File: src/hw/lc3b_cfg.svh
`ifndef LC3B_CFG_SVH
`define LC3B_CFG_SVH

// ***************************************************************************
// Execute core configuration
// ***************************************************************************

// PC value after reset
`define LC3B_RESET_PC 16'h0000

// Data RAM size in bytes, the byte address wraps at this size
`define LC3B_RAM_BYTES 256

// Architectural register count
`define LC3B_NUM_REGS 8

`endif

File: src/hw/lc3b_isa_pkg.sv
package lc3b_isa_pkg;

    // LC-3b opcode encodings, including those the core does not execute
    typedef enum logic [3:0] {
        op_br   = 4'h0,
        op_add  = 4'h1,
        op_ldb  = 4'h2,
        op_stb  = 4'h3,
        op_jsr  = 4'h4,
        op_and  = 4'h5,
        op_ldr  = 4'h6,
        op_str  = 4'h7,
        op_rti  = 4'h8,
        op_not  = 4'h9,
        op_ldi  = 4'ha,
        op_sti  = 4'hb,
        op_jmp  = 4'hc,
        op_shf  = 4'hd,
        op_lea  = 4'he,
        op_trap = 4'hf
    } lc3b_opcode;

    // Operate format: ADD, AND, NOT, SHF
    typedef struct packed {
        lc3b_opcode opcode;
        logic [2:0] dr;
        logic [2:0] sr1;
        logic       imm_flag;    // Bit 5, immediate or arithmetic shift
        logic       d_flag;      // Bit 4, shift direction
        logic [3:0] low;         // SR2, imm5 low part or shift amount
    } lc3b_operate_view;

    // Offset format: memory, branch, jump and LEA
    typedef struct packed {
        lc3b_opcode opcode;
        logic [2:0] nzp_dr;      // NZP for BR, DR or SR otherwise
        logic [2:0] base;
        logic [5:0] field;       // Offset6, low part of offset9 and offset11
    } lc3b_offset_view;

    typedef union packed {
        lc3b_operate_view oper;
        lc3b_offset_view  offs;
    } lc3b_instr;

endpackage

File: src/hw/lc3b_ctrl_pkg.sv
package lc3b_ctrl_pkg;

    import lc3b_isa_pkg::*;

    typedef enum logic [2:0] {
        alu_add,
        alu_and,
        alu_not,
        alu_sll,
        alu_srl,
        alu_sra
    } lc3b_aluop;

    // Everything the datapath needs to finish one instruction in one cycle
    typedef struct packed {
        lc3b_opcode opcode;
        lc3b_aluop  aluop;
        logic [1:0] alumux_sel;
        logic [1:0] regfilemux_sel;
        logic [1:0] pcmux_sel;
        logic       load_pc;
        logic       load_regfile;
        logic       load_cc;
        logic       brmux_sel;
        logic       destmux_sel;       // Write R7 instead of DR
        logic       offset6mux_sel;    // Byte offset, no shift
        logic       regfile_filter_enable;
        logic       stb_filter_enable;
        logic       mem_read;
        logic       mem_write;
        logic [1:0] mem_byte_enable;
        logic       imm_enable;
        logic       is_nop;
    } lc3b_control_word;

endpackage

File: src/hw/alu.sv
`timescale 1ns/1ps

module alu
    import lc3b_isa_pkg::*;
    import lc3b_ctrl_pkg::*;
(
    input  lc3b_control_word ctrl,
    input  lc3b_instr        instr,
    input  logic [15:0]      sr1_data,
    input  logic [15:0]      sr2_data,
    output logic [15:0]      alu_out
);

logic [5:0]  offset6;
logic [15:0] offset6_word;
logic [15:0] offset6_byte;
logic [15:0] imm5_sext;
logic [15:0] operand_b;

assign offset6 = instr.offs.field;
assign offset6_word = {{9{offset6[5]}}, offset6, 1'b0};     // LDR and STR scale by 2
assign offset6_byte = {{10{offset6[5]}}, offset6};
assign imm5_sext = {{11{instr.oper.d_flag}}, instr.oper.d_flag, instr.oper.low};

always_comb
begin
    case (ctrl.alumux_sel)
        2'b01:   operand_b = ctrl.offset6mux_sel ? offset6_byte : offset6_word;
        2'b10:   operand_b = imm5_sext;
        2'b11:   operand_b = {12'h000, instr.oper.low};     // Shift amount
        default: operand_b = sr2_data;
    endcase

    case (ctrl.aluop)
        alu_and: alu_out = sr1_data & operand_b;
        alu_not: alu_out = ~sr1_data;
        alu_sll: alu_out = sr1_data << operand_b[3:0];
        alu_srl: alu_out = sr1_data >> operand_b[3:0];
        alu_sra: alu_out = $signed(sr1_data) >>> operand_b[3:0];
        default: alu_out = sr1_data + operand_b;           // Also every address
    endcase
end

endmodule

File: config.mk
export PLATFORM = sky130hd
export DESIGN_NAME = alu
export DESIGN_NICKNAME = d
export VERILOG_FILES = /design/src/hw/lc3b_cfg.svh /design/src/hw/lc3b_isa_pkg.sv /design/src/hw/lc3b_ctrl_pkg.sv /design/src/hw/alu.sv
export SDC_FILE = /design/constraint.sdc
export NUM_CORES = 1
export LEC_CHECK = 0
export ABC_AREA = 1
export ABC_CLOCK_PERIOD_IN_PS = 3150
export BUFFER_PORTS_ARGS = -buffer_cell sky130_fd_sc_hd__buf_2
export CORE_MARGIN = 4
export CORE_UTILIZATION = 50
export DETAILED_ROUTE_END_ITERATION = 8
export MAX_ROUTING_LAYER = met4
export PLACE_DENSITY = 0.86
export SYNTH_ARGS = -nofsm -noshare
export SYNTH_HDL_FRONTEND = slang
export SYNTH_SLANG_ARGS = --single-unit
File: constraint.sdc
create_clock -name vclk -period 3.15
set_input_delay 0.63 -clock vclk [all_inputs]
set_output_delay 0.63 -clock vclk [all_outputs]
set_load 0.01 [all_outputs]
== Word level (Yosys, flattened, before mapping) ==
Index checks and enable logic that the tools add are counted.

* $add $sub $neg: 1
* Equality and inequality tests: 8
* Shift-type cells: 3
* Mux-type cells: 3
* Bitwise operators: 2

{| class="wikitable"
|+ Operators by type and width
! kind !! number
|-
| $pmux 16 s5 || 1
|-
| $pmux 16 s3 || 1
|-
| $add 16x16->16 || 1
|-
| $and 16x16->16 || 1
|-
| $not 16->16 || 1
|-
| $shl 16x4->16 || 1
|-
| $shr 16x4->16 || 1
|-
| $sshr 16x4->16 || 1
|-
| $eq 3x2->1 const B || 2
|-
| $eq 3x3->1 const B || 2
|-
| $mux 6 || 1
|-
| $eq 2x2->1 const B || 2
|-
| $eq 3x1->1 const B || 1
|-
| $eq 2x1->1 const B || 1
|}

* Register bits after elaboration: 0
* Input bits: 75
* Output and inout port bits: 16
* Logic and storage cells: 17

== Depth between registers and ports, before layout ==
* Depth in word-level cells: 4
* Gate-level depth with buffers: 17

== Worst setup path before layout ==
Ideal clock, no wire load.

* Kind: input port to output port
* Start point: input ctrl[19] (netlist name)
* End point: output alu_out[8]
* Arrival time: 2.654 ns
* Data required time: 2.520 ns
* Setup slack: -0.134 ns
* Cell stages on the path: 14
* Path buffers: 1
* Cell sequence: nor2_2 > nand2_2 > nand2_4 > buf_6 > ha_1 > inv_1 > fa_1 > nand3b_1 > nand2_1 > a21boi_0 > o21ai_0 > xor2_1 > nand2_1 > nand3_1

* Cells in the longest elaborated chain, start to end: 4
* Elaborated cells between the ends (all ways): 10
* Those cells by class: 1 x add/sub; 3 x eq/ne; 3 x shift; 2 x mux; 1 x bitwise

{| class="wikitable"
|+ RTL lines
! element !! line !! RTL
|-
| start: declaration || alu.sv:7 || <nowiki>input lc3b_control_word ctrl,</nowiki>
|-
| $eq 2x2->1 / $eq 2x1->1 (equally long branches) || alu.sv:27 || <nowiki>case (ctrl.alumux_sel)</nowiki>
|-
| $pmux 16 s3 (*) || alu.sv:27 ||
|-
| $add 16x16->16 (tied with other cells) || alu.sv:40 || <nowiki>default: alu_out = sr1_data + operand_b;</nowiki>
|-
| $pmux 16 s5 (*) || alu.sv:34 || <nowiki>case (ctrl.aluop)</nowiki>
|-
| end: declaration || alu.sv:11 || <nowiki>output logic [15:0] alu_out</nowiki>
|}

Mark *: on every way between the ends. The rest lies on a longest branch, timed or not.

== Final worst setup path ==
* Start point: input ctrl[18] (netlist name)
* End point: output alu_out[15]

The elaborated chain is that of the path after synthesis.

==> metrics.cfg <==
[status]
status=finished, violations left
violations=negative setup slack

[layout]
clock_buffers=0
fin_util_pct=70.6
multiInputGateArea_mm2=0.00291
layout-drive-gt1-share_pct=30.6
n_antenna_cell=0
synthToLayoutAreaGrowth_pct=36.3
final_nets=811
num-fill-cells=511
seqCellArea_um2=0
fin_area_mm2=0.00420
flops_and_latches=0
fin_cells=791

[setup_path]
critical_path.slowest_cell=ha_4
critPathTopFamily=simple AND/OR/NAND/NOR gates
worstPathRequired_ns=2.52
crit_type=input pin to primary output
slowest_delay_ns=0.28
crit_fanout=5
cpMostUsedCell=nand2_1
cp_data_arrival_time_ns=2.92
endpoint_kind=primary output
crit_buf_inv=5
crit_path_start_kind=input pin
path_cells=buf_12 -> inv_8 -> nor2_4 -> o211ai_1 -> nand2_2 -> inv_2 -> ha_4 -> buf_4 -> nand2_2 -> nor2_2 -> nand2_1 -> o211ai_1 -> nand3_1 -> nand2_1 -> nand2_1 -> nand3_1 -> nand4_1 -> buf_2

[yosys]
synth_area_leaders=nand2_1 22%, nand3_1 22%, ha_1 6.9%
synth_area_leader_cell=nand2_1
ys_warn_count=0
synthTopCellsByCount=180 x nand2_1, 134 x nand3_1, 52 x inv_1
yosys.cell_count.top_type=nand2_1
synth_cells=603
synth_top_area_share_pct=21.9
synth_area_mm2=0.00308
yosysSeqAreaShare_pct=0
avgSynthCellArea_um2=5.11
synth_fp_nets=696
ys_types=39

[sta]
fmax_ghz=0.282
postLayoutSetupSlackWorst_ns=-0.399
period_needed_ns=3.55
rsz0062_at_grt=yes
setup_viol=12
finalCritPeriodShare_pct=113
slew_headroom_pct=66.7
worst_pin_slew_ns=0.498
slew_viol_final=0
hold_viol=0

[global_route]
antenna_found_initial=0
met1_usage_pct=43.9
top_usage_layer=met2
grt_usage_pct=33.8
overflow=0
use_met3_pct=2.95
grt_pass1_vias=4322
grt_max_degree=39
grt_pass1_wl_um=20200
gr-usage-met2_pct=56.7

[power]
p_total_mw=1.03
leakage_nw=2.23
irDropWorstVdd_uv=190
power.density_mw_per_mm2=245

[min_path]
whs_endpoint=alu_out[4]
hold_class=input pin to primary output
min_path_cells=5
worstHoldStart=sr1_data[4]

[floorplanning]
core_mm2=0.00596
std_cell_rows=28
ios=91
design.die.area_mm2=0.00749
fp.dieH_um=86.5
initial_utilization_pct=51.8
die_w_um=86.5

[placement]
numPortBuffers=60
dp_hpwl_um=9830
dp_cells=784
dp_worst_setup_slack_ns=-0.345
gp_congestion=1.04
place_area_mm2=0.00385

[drt]
routedWlPerCell_um=17.3
via_count=4882
via_per_inst=6.17
wirelength_um=13700
drc=0
drt_iter0_markers=621
drt-pass1-iter-count=6
postRouteAntennaNets=0

[run]
cap_viol_max_count=0

kinds of logic (layout without fill, tap and decap cells):
group                      Yosys count  in the layout  synth area share (%)
buffers and inverters               81            194                  12.2
xor gates and xnor gates             8              8                  2.27
adders and majority gates           18             18                  7.55
AOI/OAI and AO/OA                   77             77                  14.3
and+or+nand+nor                    419            419                  63.7
per-layer routing:
metal,vias up,part of all wire (%)
met4,0,4.3
met1,2172,38
met5,-,0
li1,2279,-
met2,347,47
met3,84,11
timing repair:
action / 4_1_cts / 5_1_grt
hold buffers: 0 / 0
pin swaps: 29 / 29
buffers inserted: 4 / 4
gates resized for setup: 52 / 31
setup endpoints to repair: 13 / 14
placed cells by master (no fill, tap or decap), types with 3 or more instances in the layout:
cell type	n
nand3_4	4
a21oi_2	8
nor2_4	6
nand2_2	17
buf_6	5
nand4_1	16
nor2_2	8
nand3b_1	5
o21ai_1	10
buf_2	55
nor2_1	42
buf_4	68
ha_1	14
inv_2	11
o21ai_0	14
o211ai_1	8
nand3_2	13
nand2_4	3
inv_1	46
nand2_1	172
nand3_1	127
xor2_1	6
buf_12	5
a21oi_1	23
final cells by class:
class	instances	area share [%]
multi-input cells	522	69.2
repair buffers	134	22.8
inverters	60	5.78
well taps	75	2.23
power breakdown:
part           leakage [nW]  internal (mW)  switching [mW]
logic                  2.23          0.415           0.616
clock network             0              0               0
registers                 0              0               0
total                  2.23          0.415           0.616
worst min-delay path: stages:
cell	delay, ns
buf_2	0.12
o21ai_0	0.09
inv_1	0.05
nand3_1	0.07
buf_2	0.14
worst max path at each step:
| stage | from | end | cells after the start |
|---|---|---|---|
| after floorplan | instr[4] | alu_out[9] | 15 |
| after global placement | ctrl[18] | alu_out[6] | 15 |
| after detailed placement | ctrl[18] | alu_out[6] | 15 |
| after CTS | ctrl[18] | alu_out[10] | 15 |
| after global routing | ctrl[18] | alu_out[15] | 18 |
| final | ctrl[18] | alu_out[15] | 18 |
through the flow:
stage / hold slack [ns] / setup TNS, ns
2_1_floorplan: 1.48 / 0
3_3_place_gp: 1.71 / -2.17
3_5_place_dp: 1.71 / -2.74
4_1_cts: 1.72 / -0.845
5_1_grt: 1.78 / -3.76
6_report: 1.73 / -2.67
(Power assumes the default switching activity.)
