--- config.mk ---
export PLATFORM = sky130hd
export DESIGN_NAME = regfile
export DESIGN_NICKNAME = d
export VERILOG_FILES = /design/src/hw/lc3b_isa_pkg.sv /design/src/hw/lc3b_ctrl_pkg.sv /design/src/hw/regfile.sv
export VERILOG_INCLUDE_DIRS = /design/src /design/src/hw
export SDC_FILE = /design/constraint.sdc
export NUM_CORES = 1
export LEC_CHECK = 0
export BUFFER_PORTS_ARGS = -buffer_cell sky130_fd_sc_hd__buf_2
export CORE_MARGIN = 10
export CORE_UTILIZATION = 55
export DETAILED_ROUTE_END_ITERATION = 12
export GPL_ROUTABILITY_DRIVEN = 0
export PLACE_DENSITY = 0.81
export SLEW_MARGIN = 40
export SYNTH_ARGS = -nofsm -noshare
export SYNTH_HDL_FRONTEND = slang
export SYNTH_SLANG_ARGS = --single-unit
--- constraint.sdc ---
create_clock -name clk -period 5.94 [get_ports clk]
set_input_delay 1.485 -clock clk [delete_from_list [all_inputs] [get_ports clk]]
set_output_delay 1.485 -clock clk [all_outputs]
set_load 0.02 [all_outputs]
--- src/hw/lc3b_cfg.svh ---
`ifndef LC3B_CFG_SVH
`define LC3B_CFG_SVH

// ***************************************************************************
// Execute core configuration
// ***************************************************************************

// PC value after reset
`define LC3B_RESET_PC 16'h0000

// Data RAM size in bytes, the byte address wraps at this size
`define LC3B_RAM_BYTES 256

// Architectural register count
`define LC3B_NUM_REGS 8

`endif

--- src/hw/lc3b_isa_pkg.sv ---
package lc3b_isa_pkg;

    // LC-3b opcode encodings, including those the core does not execute
    typedef enum logic [3:0] {
        op_br   = 4'h0,
        op_add  = 4'h1,
        op_ldb  = 4'h2,
        op_stb  = 4'h3,
        op_jsr  = 4'h4,
        op_and  = 4'h5,
        op_ldr  = 4'h6,
        op_str  = 4'h7,
        op_rti  = 4'h8,
        op_not  = 4'h9,
        op_ldi  = 4'ha,
        op_sti  = 4'hb,
        op_jmp  = 4'hc,
        op_shf  = 4'hd,
        op_lea  = 4'he,
        op_trap = 4'hf
    } lc3b_opcode;

    // Operate format: ADD, AND, NOT, SHF
    typedef struct packed {
        lc3b_opcode opcode;
        logic [2:0] dr;
        logic [2:0] sr1;
        logic       imm_flag;    // Bit 5, immediate or arithmetic shift
        logic       d_flag;      // Bit 4, shift direction
        logic [3:0] low;         // SR2, imm5 low part or shift amount
    } lc3b_operate_view;

    // Offset format: memory, branch, jump and LEA
    typedef struct packed {
        lc3b_opcode opcode;
        logic [2:0] nzp_dr;      // NZP for BR, DR or SR otherwise
        logic [2:0] base;
        logic [5:0] field;       // Offset6, low part of offset9 and offset11
    } lc3b_offset_view;

    typedef union packed {
        lc3b_operate_view oper;
        lc3b_offset_view  offs;
    } lc3b_instr;

endpackage

--- src/hw/lc3b_ctrl_pkg.sv ---
package lc3b_ctrl_pkg;

    import lc3b_isa_pkg::*;

    typedef enum logic [2:0] {
        alu_add,
        alu_and,
        alu_not,
        alu_sll,
        alu_srl,
        alu_sra
    } lc3b_aluop;

    // Everything the datapath needs to finish one instruction in one cycle
    typedef struct packed {
        lc3b_opcode opcode;
        lc3b_aluop  aluop;
        logic [1:0] alumux_sel;
        logic [1:0] regfilemux_sel;
        logic [1:0] pcmux_sel;
        logic       load_pc;
        logic       load_regfile;
        logic       load_cc;
        logic       brmux_sel;
        logic       destmux_sel;       // Write R7 instead of DR
        logic       offset6mux_sel;    // Byte offset, no shift
        logic       regfile_filter_enable;
        logic       stb_filter_enable;
        logic       mem_read;
        logic       mem_write;
        logic [1:0] mem_byte_enable;
        logic       imm_enable;
        logic       is_nop;
    } lc3b_control_word;

endpackage

--- src/hw/regfile.sv ---
`timescale 1ns/1ps
`include "lc3b_cfg.svh"

module regfile
    import lc3b_isa_pkg::*;
    import lc3b_ctrl_pkg::*;
(
    input  logic             clk,
    input  logic             rst_n,
    input  lc3b_control_word ctrl,
    input  lc3b_instr        instr,
    input  logic [15:0]      alu_out,
    input  logic [15:0]      load_data,
    input  logic [15:0]      pc_next_seq,
    input  logic [15:0]      lea_target,
    output logic [15:0]      sr1_data,
    output logic [15:0]      sr2_data,
    output logic [15:0]      sr_data,
    output logic [15:0]      base_data,
    output logic             wb_valid,
    output logic [2:0]       wb_dest,
    output logic [15:0]      wb_data
);

logic [15:0] regs [`LC3B_NUM_REGS];

// Reads see the old contents, so JSRR through R7 jumps to the old R7
assign sr1_data  = regs[instr.oper.sr1];
assign sr2_data  = regs[instr.oper.low[2:0]];
assign sr_data   = regs[instr.offs.nzp_dr];    // Store source sits in the DR field
assign base_data = regs[instr.offs.base];

assign wb_valid = ctrl.load_regfile;
assign wb_dest  = ctrl.destmux_sel ? 3'd7 : instr.oper.dr;

always_comb
begin
    case (ctrl.regfilemux_sel)
        2'b01:   wb_data = load_data;
        2'b10:   wb_data = lea_target;
        2'b11:   wb_data = pc_next_seq;        // Return address for JSR
        default: wb_data = alu_out;
    endcase
end

always_ff @(posedge clk or negedge rst_n)
begin
    if (!rst_n)
    begin
        for (int i = 0; i < `LC3B_NUM_REGS; i++)
            regs[i] <= 16'h0000;
    end
    else if (wb_valid)
        regs[wb_dest] <= wb_data;
end

wb_data_known: assert property (@(posedge clk) disable iff (!rst_n)
    wb_valid |-> !$isunknown(wb_data))
    else $error("write-back data is unknown");

endmodule

# Word-level counts from Yosys, hierarchy flattened
# Cells that the tools add are included.
[word_totals]
register_bits = 128
input_bits = 109
out_inout_bits = 84
[op_classes]
n_lt_le_gt_ge = 5
n_eq_ne = 3
muxes = 14
bitwise = 4
reduce_logical = 1
[ops]
columns = ["operator", "n"]
rows = [
  ["binary-select mux 16 bit (select 3 bit)", 3],
  ["bitwise mux 128 bit", 1],
  ["two-way mux 16 bit", 7],
  ["demux 16 bit (select 3 bit)", 1],
  ["one-hot mux 16 bit (3 select lines)", 1],
  ["greater-or-equal comparator 4 bit, second input constant", 4],
  ["inverter 3 -> 4 bit", 4],
  ["equality test 2 bit, second input constant", 2],
  ["< comparator 4 x 1 -> 1 bit, second input constant", 1],
  ["two-way mux 3 bit", 1],
  ["equality test 2 x 1 -> 1 bit, second input constant", 1],
  ["logical AND 1 bit", 1],
]

# Depth between registers and ports, before layout
[logic_depth]
word_depth = 7
ltp_mapped = 6
ltp_nobuf = 3

# Worst setup path after synthesis
# OpenSTA, ideal clock, no wires.
[synth_path]
path_kind = "input port to output port"
startpoint = "input instr[6] (netlist name)"
endpoint = "output sr1_data[10]"
arrival_time_ns = 2.941
t_required_ns = 4.455
path_slack_ns = 1.514
cell_stages = 5
path_buffers = 3
cell_sequence = "buf_2 > buf_2 > mux4_2 > mux2_2 > buf_4"
[synth_between]
elab_chain_len = 4
[synth_lines]
columns = ["element", "line_no", "source"]
rows = [
  ["start, declared", "regfile.sv:11", "input lc3b_instr instr,"],
  ["inverter 3 -> 4 bit", "n/a", ""],
  ["binary-select mux 16 bit (select 3 bit)", "n/a", ""],
  ["two-way mux 16 bit (2 in a row)", "n/a", ""],
  ["end, declared", "regfile.sv:16", "output logic [15:0] sr1_data,"],
]
# Every way passes these cells. The select of a mux whose other input is x is not followed.

# Worst setup path after layout
[layout_path]
startpoint = "input instr[6] (netlist name)"
endpoint = "output base_data[12]"
[layout_between]
elab_chain_len = 4
[layout_lines]
columns = ["element", "line_no", "source"]
rows = [
  ["inverter 3 -> 4 bit (implied by the code)", "regfile.sv:31", "assign base_data = regs[instr.offs.base];"],
  ["binary-select mux 16 bit (select 3 bit)", "regfile.sv:31", ""],
  ["two-way mux 16 bit (implied by the code) (2 in a row)", "regfile.sv:31", ""],
  ["end, declared", "regfile.sv:19", "output logic [15:0] base_data,"],
]
# Every way passes these cells. The select of a mux whose other input is x is not followed.

==> flow_summary_export.csv <==
group,metric,value,unit
place,portBuffers,162,
clock_network,postCtsHoldBufs,0,
place,dpl.hpwl,15240,um
setup_path,worstPathRequired,4.45,ns
power_and_ir_drop,irDropWorstVdd,200.0,uV
final_layout,layout-drive-gt1-share,0.7856,
final_layout,finalNonFillerCells,823,
sta,hold_viol,0,
final_layout,final_core_util,0.6604,
floorplanning,rows,44,
place,pre_cts_slack,1.020,ns
logic_synthesis,synth_most_common_cell,"mux2_2",
logic_synthesis,yosys.area_share.simple,0.01666,
logic_synthesis,ys_ff_latch,128,
logic_synthesis,synth_warnings,0,
routing,wl,22760,um
sta,period_minus_slack,4.913,ns
grt,grt_remaining_overflow,0,
routing,ant_nets,0,
setup_path,crit_fanout,20,
sta,rsz0062_at_grt,"false",
logic_synthesis,async_reset_ff_frac,1.000,
grt,grt_max_degree,73,
logic_synthesis,synth_edf_count,0,
final_layout,largest_registers,"regs (128)",
routing,dr.first_iter.drc_count,493,
routing,drc,0,
floorplanning,floorplan.initialDensity,0.5642,
logic_synthesis,netlist_instances,492,
sta,post-route-period-util,0.8271,
sta,setup_violations,0,
sta,slew_violations,0,
clock_network,cts_setup_buffers,0,
final_layout,n_antenna_cell,0,
power_and_ir_drop,power.density,374.4,nW/um^2
power_and_ir_drop,leakagePower,4.143,nW
floorplanning,chipWidth,142.6,um
clock_network,path_clk_slew,0.05,ns
logic_synthesis,synth_compound_area_frac,0.001060,
clock_network,clk_latency,0.41,ns
grt,grt_pass1_wl,35090,um
logic_synthesis,avgSynthCellArea,16.79,um^2
sta,fin_ws,1.027,ns
logic_synthesis,synth-xor-area-share,0,
clock_network,cts-root-buf,"clkbuf_16",
logic_synthesis,synthTopCellsByCount,"mux2_2, dfrtp_1, mux4_2",
sta,fin_tns_setup,0,ns
setup_path,cp.arrival,3.43,ns
routing,vias_per_cell,6.604,
clock_network,cts_tree,"built",
place,placedCellCount,793,
routing,vias,5435,
final_layout,nets,737,
setup_path,end_kind,"primary output",
sta,max_freq,0.2035,GHz
setup_path,worst_setup_path_start_kind,"primary input",
clock_network,htree_levels,4,
floorplanning,core_area,14640,um^2
final_layout,top_register,"regs",
routing,first_pass_iters,4,
logic_synthesis,synthAdderAreaFrac,0,
logic_synthesis,synthMuxAreaShare,0.5452,
logic_synthesis,ys_types,22,
final_layout,largest_reg_flops,128,
grt,first_global_vias,6074,
setup_path,critPathKind,"in -> out",
logic_synthesis,syn_area,8262,um^2
routing,wl_per_cell,27.65,um
logic_synthesis,synth_nets,601,
outcome,outcome,"finished, final reports clean",
logic_synthesis,ys_seq_area_frac,0.3877,
floorplanning,ios,193,
logic_synthesis,synth_top_family_by_area,"multiplexers",
floorplanning,dieArea,20320,um^2
grt,grt_use_total,0.2273,
sta,worst_pin_slew,0.8149,ns
min_path,hold_path.class,"reg -> reg",
clock_network,cts.sinks,128,
clock_network,cts.repair.resized,0,
sta,skew,0,ns
clock_network,cts_buffer_depth,2,
flow_run,max-cap-violations,0,
logic_synthesis,yosys.area.top_type,"dfrtp_1",
logic_synthesis,synth_flop_cell,"dfrtp_1",
final_layout,synthToLayoutAreaGrowth,17.05,%
sta,slew_headroom,0.4554,
logic_synthesis,synth.area.top_cells,"dfrtp_1, mux4_2, mux2_2, buf_4, buf_6",
floorplanning,die_y,142.6,um
grt,antenna_found_initial,0,
clock_network,numCtsBuffers,17,
logic_synthesis,synth_top_area_frac,0.3877,
==> final timing paths <==
check	from	end	slack (ns)	cells after the start
hold / removal	regs[64]	regs[64]	0.55	1
setup / recovery	instr[6]	base_data[12]	1.03	5
hold reg to reg	regs[64]	regs[64]	0.55	1
max in group asynchronous	rst_n	regs[46]	3.62	2
setup reg to reg	regs[14]	regs[14]	5.11	1
min in group asynchronous	rst_n	regs[44]	1.10	1
==> layout make-up <==
| type | instances | area, um^2 |
|---|---|---|
| Clock buffer | 25 | 505.5 |
| Clock inverter | 5 | 77.57 |
| Fill cell | 1014 | 4974 |
| Inverter | 1 | 3.754 |
| Multi-Input combinational cell | 304 | 4656 |
| Sequential cell | 128 | 3203 |
| Tap cell | 184 | 230.2 |
| Timing Repair Buffer | 176 | 994.7 |
==> placed cells by master, fill, tap and decap left out, drive strengths merged <==
cell and count:
mux2 176, buf 176, dfrtp 128, mux4 112, clkbuf 25, or2 2, nor3 2, clkinv 2
bufinv 2, nor2 2, nand2b 2, nand2 2, inv 1, and3 1, o21ai 1, nand3b 1
nor3b 1, nor4 1, nand4 1, clkinvlp 1
==> cells by family (layout without fill, tap and decap cells) <==
family,Yosys count,count (layout)
muxes,288,288
AOI/OAI and AO/OA,1,1
DFF,128,128
and+or+nand+nor,15,15
buffers and inverters,60,207
==> per-layer routing <==
| layer | vias to the layer above | wire length, um | GRT usage |
|---|---|---|---|
| li1 | 2266 | - | - |
| met1 | 2902 | 8474 | 0.2702 |
| met2 | 237 | 12340 | 0.3954 |
| met3 | 30 | 1517 | 0.04907 |
| met4 | 0 | 423 | 0.08795 |
| met5 | - | 0 | 0 |
==> stage by stage <==
step                instance area [um^2]  power (mW)  hold WS [ns]
global placement                    8974       2.497        0.5182
finish                              9671       3.620        0.5456
global route                        9671       3.781        0.5645
detailed placement                  9085       2.583        0.5373
CTS                                 9668       3.632        0.5449
floorplan                           8262       2.248        0.5087
==> power breakdown <==
group          total (mW)  leakage (nW)  switching [mW]  internal, mW
sequential           1.33          1.56           0.225          1.10
combinational        1.25          2.30           0.556         0.695
clock                1.04         0.285           0.372         0.668
total                3.62          4.14            1.15          2.47
==> worst max-delay path: stages <==
cell    delay, ns
buf_2        0.61
buf_4        0.34
mux4_2       0.53
mux2_2       0.29
buf_2        0.16
Note: power is estimated with default switching activity, not from simulation.
