### src/hw/lc3b_cfg.svh
`ifndef LC3B_CFG_SVH
`define LC3B_CFG_SVH

// ***************************************************************************
// Execute core configuration
// ***************************************************************************

// PC value after reset
`define LC3B_RESET_PC 16'h0000

// Data RAM size in bytes, the byte address wraps at this size
`define LC3B_RAM_BYTES 256

// Architectural register count
`define LC3B_NUM_REGS 8

`endif

### src/hw/lc3b_isa_pkg.sv
package lc3b_isa_pkg;

    // LC-3b opcode encodings, including those the core does not execute
    typedef enum logic [3:0] {
        op_br   = 4'h0,
        op_add  = 4'h1,
        op_ldb  = 4'h2,
        op_stb  = 4'h3,
        op_jsr  = 4'h4,
        op_and  = 4'h5,
        op_ldr  = 4'h6,
        op_str  = 4'h7,
        op_rti  = 4'h8,
        op_not  = 4'h9,
        op_ldi  = 4'ha,
        op_sti  = 4'hb,
        op_jmp  = 4'hc,
        op_shf  = 4'hd,
        op_lea  = 4'he,
        op_trap = 4'hf
    } lc3b_opcode;

    // Operate format: ADD, AND, NOT, SHF
    typedef struct packed {
        lc3b_opcode opcode;
        logic [2:0] dr;
        logic [2:0] sr1;
        logic       imm_flag;    // Bit 5, immediate or arithmetic shift
        logic       d_flag;      // Bit 4, shift direction
        logic [3:0] low;         // SR2, imm5 low part or shift amount
    } lc3b_operate_view;

    // Offset format: memory, branch, jump and LEA
    typedef struct packed {
        lc3b_opcode opcode;
        logic [2:0] nzp_dr;      // NZP for BR, DR or SR otherwise
        logic [2:0] base;
        logic [5:0] field;       // Offset6, low part of offset9 and offset11
    } lc3b_offset_view;

    typedef union packed {
        lc3b_operate_view oper;
        lc3b_offset_view  offs;
    } lc3b_instr;

endpackage

### src/hw/lc3b_ctrl_pkg.sv
package lc3b_ctrl_pkg;

    import lc3b_isa_pkg::*;

    typedef enum logic [2:0] {
        alu_add,
        alu_and,
        alu_not,
        alu_sll,
        alu_srl,
        alu_sra
    } lc3b_aluop;

    // Everything the datapath needs to finish one instruction in one cycle
    typedef struct packed {
        lc3b_opcode opcode;
        lc3b_aluop  aluop;
        logic [1:0] alumux_sel;
        logic [1:0] regfilemux_sel;
        logic [1:0] pcmux_sel;
        logic       load_pc;
        logic       load_regfile;
        logic       load_cc;
        logic       brmux_sel;
        logic       destmux_sel;       // Write R7 instead of DR
        logic       offset6mux_sel;    // Byte offset, no shift
        logic       regfile_filter_enable;
        logic       stb_filter_enable;
        logic       mem_read;
        logic       mem_write;
        logic [1:0] mem_byte_enable;
        logic       imm_enable;
        logic       is_nop;
    } lc3b_control_word;

endpackage

### src/hw/control_rom.sv
`timescale 1ns/1ps

module control_rom
    import lc3b_isa_pkg::*;
    import lc3b_ctrl_pkg::*;
(
    input  lc3b_opcode       opcode,
    input  logic             imm_enable,
    input  logic             jsr_enable,
    input  logic             d_enable,
    input  logic             stb_high_enable,
    input  logic             is_nop,
    input  logic             flush,
    output lc3b_control_word ctrl
);

always_comb
begin
    // Defaults describe an instruction with no side effects
    ctrl.opcode = opcode;
    ctrl.aluop = alu_add;
    ctrl.alumux_sel = 2'b00;
    ctrl.regfilemux_sel = 2'b00;
    ctrl.pcmux_sel = 2'b00;
    ctrl.load_pc = 1'b0;
    ctrl.load_regfile = 1'b0;
    ctrl.load_cc = 1'b0;
    ctrl.brmux_sel = 1'b0;
    ctrl.destmux_sel = 1'b0;
    ctrl.offset6mux_sel = 1'b0;
    ctrl.regfile_filter_enable = 1'b0;
    ctrl.stb_filter_enable = 1'b0;
    ctrl.mem_read = 1'b0;
    ctrl.mem_write = 1'b0;
    ctrl.mem_byte_enable = 2'b11;
    ctrl.imm_enable = 1'b0;
    ctrl.is_nop = 1'b0;

    if (flush || is_nop)
    begin
        ctrl = '0;                           // Bubble, only the PC may move
        ctrl.is_nop = 1'b1;
    end
    else
    begin
        case (opcode)
            op_add, op_and:
            begin
                ctrl.aluop = (opcode == op_add) ? alu_add : alu_and;
                ctrl.load_regfile = 1'b1;
                ctrl.load_cc = 1'b1;
                if (imm_enable)
                begin
                    ctrl.alumux_sel = 2'b10;     // Sign-extended imm5
                    ctrl.imm_enable = 1'b1;
                end
            end

            op_not:
            begin
                ctrl.aluop = alu_not;
                ctrl.load_regfile = 1'b1;
                ctrl.load_cc = 1'b1;
            end

            op_shf:
            begin
                ctrl.alumux_sel = 2'b11;
                ctrl.load_regfile = 1'b1;
                ctrl.load_cc = 1'b1;
                if (!d_enable)
                    ctrl.aluop = alu_sll;
                else
                begin
                    // Bit 5 picks arithmetic over logical right shift
                    ctrl.aluop = imm_enable ? alu_sra : alu_srl;
                    ctrl.imm_enable = 1'b1;
                end
            end

            // ***************************************************************
            // Memory instructions, address is base plus offset6
            // ***************************************************************
            op_ldr, op_ldb:
            begin
                ctrl.alumux_sel = 2'b01;
                ctrl.mem_read = 1'b1;
                ctrl.regfilemux_sel = 2'b01;
                ctrl.load_regfile = 1'b1;
                ctrl.load_cc = 1'b1;
                if (opcode == op_ldb)
                begin
                    ctrl.offset6mux_sel = 1'b1;
                    ctrl.regfile_filter_enable = 1'b1;   // Zero-extend the byte
                end
            end

            op_str:
            begin
                ctrl.alumux_sel = 2'b01;
                ctrl.mem_write = 1'b1;
            end

            op_stb:
            begin
                ctrl.alumux_sel = 2'b01;
                ctrl.offset6mux_sel = 1'b1;
                ctrl.stb_filter_enable = 1'b1;
                ctrl.mem_byte_enable = stb_high_enable ? 2'b10 : 2'b01;
                ctrl.mem_write = 1'b1;
            end

            // ***************************************************************
            // Control flow and LEA
            // ***************************************************************
            op_br:
            begin
                ctrl.brmux_sel = 1'b1;               // Taken only on an NZP match
                ctrl.load_pc = 1'b1;
            end

            op_jmp:
            begin
                ctrl.pcmux_sel = 2'b10;
                ctrl.load_pc = 1'b1;
            end

            op_jsr:
            begin
                // R7 gets the return address
                ctrl.destmux_sel = 1'b1;
                ctrl.regfilemux_sel = 2'b11;
                ctrl.load_regfile = 1'b1;
                ctrl.pcmux_sel = jsr_enable ? 2'b01 : 2'b10;   // JSR or JSRR
                ctrl.load_pc = 1'b1;
            end

            op_lea:
            begin
                ctrl.regfilemux_sel = 2'b10;
                ctrl.load_regfile = 1'b1;
                ctrl.load_cc = 1'b1;
            end

            default:
            begin
                ctrl = '0;                           // Unsupported opcode
            end
        endcase
    end
end

// No instruction both stores and writes back
always_comb
begin
    assert final (!(ctrl.mem_write && ctrl.load_regfile))
    else $error("control word sets mem_write and load_regfile together");
end

endmodule

### config.mk
export PLATFORM = sky130hd
export DESIGN_NAME = control_rom
export DESIGN_NICKNAME = d
export VERILOG_FILES = /design/src/hw/lc3b_cfg.svh /design/src/hw/lc3b_isa_pkg.sv /design/src/hw/lc3b_ctrl_pkg.sv /design/src/hw/control_rom.sv
export SDC_FILE = /design/constraint.sdc
export NUM_CORES = 1
export LEC_CHECK = 0
export ABC_CLOCK_PERIOD_IN_PS = 970
export BUFFER_PORTS_ARGS = -buffer_cell sky130_fd_sc_hd__buf_2
export CAP_MARGIN = 20
export CELL_PAD_IN_SITES_DETAIL_PLACEMENT = 2
export CELL_PAD_IN_SITES_GLOBAL_PLACEMENT = 2
export CORE_UTILIZATION = 15
export DETAILED_ROUTE_END_ITERATION = 6
export MAX_ROUTING_LAYER = met4
export PLACE_DENSITY = 0.87
export SLEW_MARGIN = 0
export SYNTH_ARGS = -nofsm -noshare
export SYNTH_HDL_FRONTEND = slang
export SYNTH_SLANG_ARGS = --single-unit
### constraint.sdc
create_clock -name vclk -period 0.97
set_input_delay 0 -clock vclk [all_inputs]
set_output_delay 0 -clock vclk [all_outputs]
set_load 0.005 [all_outputs]
; ---- After elaboration in Yosys (flattened, before gate mapping)
; Cells that the tools add are included.
; W data, S select, Z words.
[op_classes]
eq_ne = 11
mux = 27
reduce_logical = 11
[op_table]
columns = op, n
row1 = $mux W27, 1
row2 = $eq A4 B3 Y1 const B, 4
row3 = $eq A4 B4 Y1 const B, 4
row4 = $mux W1, 13
row5 = $pmux W2 S3, 2
row6 = $reduce_or A12 Y1, 1
row7 = $reduce_or A11 Y1, 1
row8 = $pmux W3 S3, 1
row9 = $eq A4 B2 Y1 const B, 2
row10 = $mux W2, 4
row11 = $pmux W2 S2, 2
row12 = $reduce_or A8 Y1, 1
row13 = $reduce_or A7 Y1, 1
row14 = $reduce_or A2 Y1, 3
row15 = $eq A4 B1 Y1 const B, 1
row16 = $logic_not A4 Y1, 1
row17 = $mux W4, 1
row18 = $pmux W1 S2, 2
row19 = $reduce_or A4 Y1, 1
row20 = $mux W3, 1
row21 = $reduce_or A3 Y1, 1
row22 = $logic_or A1 B1 Y1, 1
[word_totals]
ff_bits = 0
inputBits = 10
output_inout_bits = 27
word_cells = 49

; ---- Logic depth before layout (Yosys ltp)
[depth]
word_depth = 4
depth_mapped = 4
ltp_nobuf = 4

; ---- Worst setup path after synthesis
; Ideal clock, no wire load.
[synth_timing]
kind = input -> output
start = input opcode[0]
end = output ctrl[13] in the netlist's numbering
t_arrival_ps = 845
t_required_ps = 970
setup_slack_ps = 125
stages = 4
n_path_buf = 2
cell_sequence = buf_2 or3_1 buf_2 nor3_1
[synth_lines]
columns = element, line
row1 = from (decl), control_rom.sv:7  ; input lc3b_opcode opcode,
row2 = to (decl), control_rom.sv:14  ; output lc3b_control_word ctrl

==> results.yml <==
grt:
  grt_max_degree: 16
  grt_overflow_total: 0
  grt_pass1_vias: 626
  antenna_found_initial: 0
  track_usage_pct: 13.38
  grt_pass1_wl_um: 2780
yosys:
  syn-instance-count: 66
  syn_area_um2: 364.1
  syn_avg_cell_area_um2: 5.517
  ys_types: 24
  syn_nets: 76
  yosysSeqAreaShare_pct: 0
  ys_warn_count: 0
die:
  die_height_um: 51.27
  fp.dieW_um: 51.27
  ios: 37
  dieArea_mm2: 0.002628
  initial_core_util_pct: 16.15
  coreArea_mm2: 0.002255
  rows: 17
timing:
  hold_viol: 0
  fin_crit_sh_pct: 94.44
  rsz0062_at_grt: "false"
  fin_tns_setup_ns: 0
  setup_viol: 0
  drv_slew: 0
  fmax_mhz: 1092
  period_needed_ns: 0.9161
  timing.hold.ws_ns: 0.2534
  maxSlewHeadroom_pct: 82.73
  worst_slew_pin_slew_ns: 0.2590
route:
  drt_drc_violations_left: 0
  wl_met1_um: 725
  met2_length_um: 859
  final_antenna_net_count: 0
  vias: 607
  drt_first_pass_iters: 4
  drt_iter0_drc: 3
  wl_um: 1690
  wl_per_cell_um: 12.80
  vias_per_cell: 4.598
  highest_layer: "met3"
  dr_wl_met3_um: 104
power:
  comb_power_share_pct: 100.0
  ir_worst_vdd_v: 0.0001017
  p_leak_nw: 0.3452
  switchingPower_uw: 118.5
  clockPowerShare_pct: 0
  power_density_mw_per_mm2: 333.6
  internal_power_uw: 98.54
  p_sw_share_pct: 54.59
  seq_power_share_pct: 0
final_layout:
  multi_input_area_um2: 345.3
  antennaDiodeCount: 0
  regArea_um2: 0
  final_nets: 116
  final_area_um2: 650.6
  drive_above_1_share_pct: 55.77
  final_cell_mix: "buf_2, nand2_1, nor2_1"
  stdcell_count: 132
  syn2layout_area_growth_pct: 78.69
  nFlopsAndLatches: 0
  clock_buffers: 0
  fill_cells: 302
  final_common_cell: "buf_2"
placed_design:
  io_buffer_count: 37
  gp_congestion: 0.7519
  placed_cells: 132
  post_dp_cell_area_um2: 608.1
  place_hpwl_um: 1411
run:
  maxCapViolations: 0
setup_path:
  max_stage_delay_ns: 0.38
  crit_slowest_cell: "or3_4"
  required_ns: 0.97
  path_class: "primary input to output port"
  path_cells: "buf_6 -> nand2b_4 -> or3_4 -> nor3b_2 -> buf_2"
  cp-endpoint: "ctrl[14]"
  cp-startpoint: "opcode[0]"
  worstSetupEndpointType: "output port"
  crit_fanout: 6
  worstPathArrival_ns: 0.92
  crit_path_start_kind: "primary input"
clocking:
  hold_buffers: 0
  postCtsSetupBuffers: 0
hold_path:
  whs_path_depth: 3
  hold_class: "primary input to output port"
  hold_path_startpoint: "jsr_enable"
status:
  outcome: "completed"
## metal layers
| metal | track usage (%) | vias up |
|---|---|---|
| met1 | 16.84 | 281 |
| met5 | - | - |
| met4 | 0 | 0 |
| met3 | 0.2976 | 0 |
| li1 | - | 304 |
| met2 | 25.22 | 22 |
## timing repair
item	CTS	global route
endpoints found under the setup margin	1	5
pin swaps	2	3
resized for setup	1	11
## Yosys cell counts
library cell / n / area [µm²]
nor3b_1: 2 / 15.01
nand2_1: 11 / 41.29
or3_4: 1 / 11.26
o21a_1: 1 / 7.510
a21oi_1: 7 / 35.03
nor4_2: 1 / 12.51
nand3_1: 4 / 20.02
nand2b_1: 3 / 18.77
nor2_4: 1 / 11.26
inv_1: 1 / 3.750
inv_4: 1 / 6.260
buf_2: 5 / 25.02
nor2_1: 9 / 33.78
buf_4: 1 / 7.510
o21ai_0: 1 / 5.000
nor3_1: 7 / 35.03
or3_1: 1 / 6.260
o2111a_1: 1 / 11.26
a211oi_1: 1 / 7.510
nor3b_2: 1 / 12.51
nor2b_1: 2 / 12.51
buf_1: 1 / 3.750
nor4_1: 1 / 6.260
and3_2: 2 / 15.01
## worst min path at each step
stage | to | slack, ns
5_1_grt | ctrl[15] | 0.29
3_3_place_gp | ctrl[15] | 0.25
2_1_floorplan | ctrl[15] | 0.06
3_5_place_dp | ctrl[15] | 0.26
4_1_cts | ctrl[15] | 0.26
6_report | ctrl[15] | 0.25
## metrics by stage
stage	util, %	setup slack (ns)	power (mW)
after global routing	28.86	0.004795	0.2392
after detailed placement	26.97	0.001047	0.2016
after CTS	27.19	0.004764	0.2042
after floorplan	-	0.1253	0.1091
final	28.86	0.05390	0.2170
after global placement	26.97	0.02009	0.1906
## worst max-delay path: cells and delay by family
family                 cells  cell delay [ns]
and+or+nand+nor            3             0.68
buffers and inverters      2             0.24
## final cells by class
type,instances,share of cell area (%)
Inverter,2,1.538
Timing Repair Buffer,45,40.00
Multi-Input combinational cell,57,53.08
Tap cell,28,5.385
## cells by family after synthesis
family / synth area share (%)
AOI/OAI and AO/OA: 18.21
and+or+nand+nor: 69.07
buffers and inverters: 12.71
## power by group through the flow
stage	combinational [mW]	sequential (mW)	clock (mW)
2_1_floorplan	0.109	0	0
3_3_place_gp	0.191	0	0
3_5_place_dp	0.202	0	0
4_1_cts	0.204	0	0
5_1_grt	0.239	0	0
6_report	0.217	0	0
(Power assumes the default switching activity.)
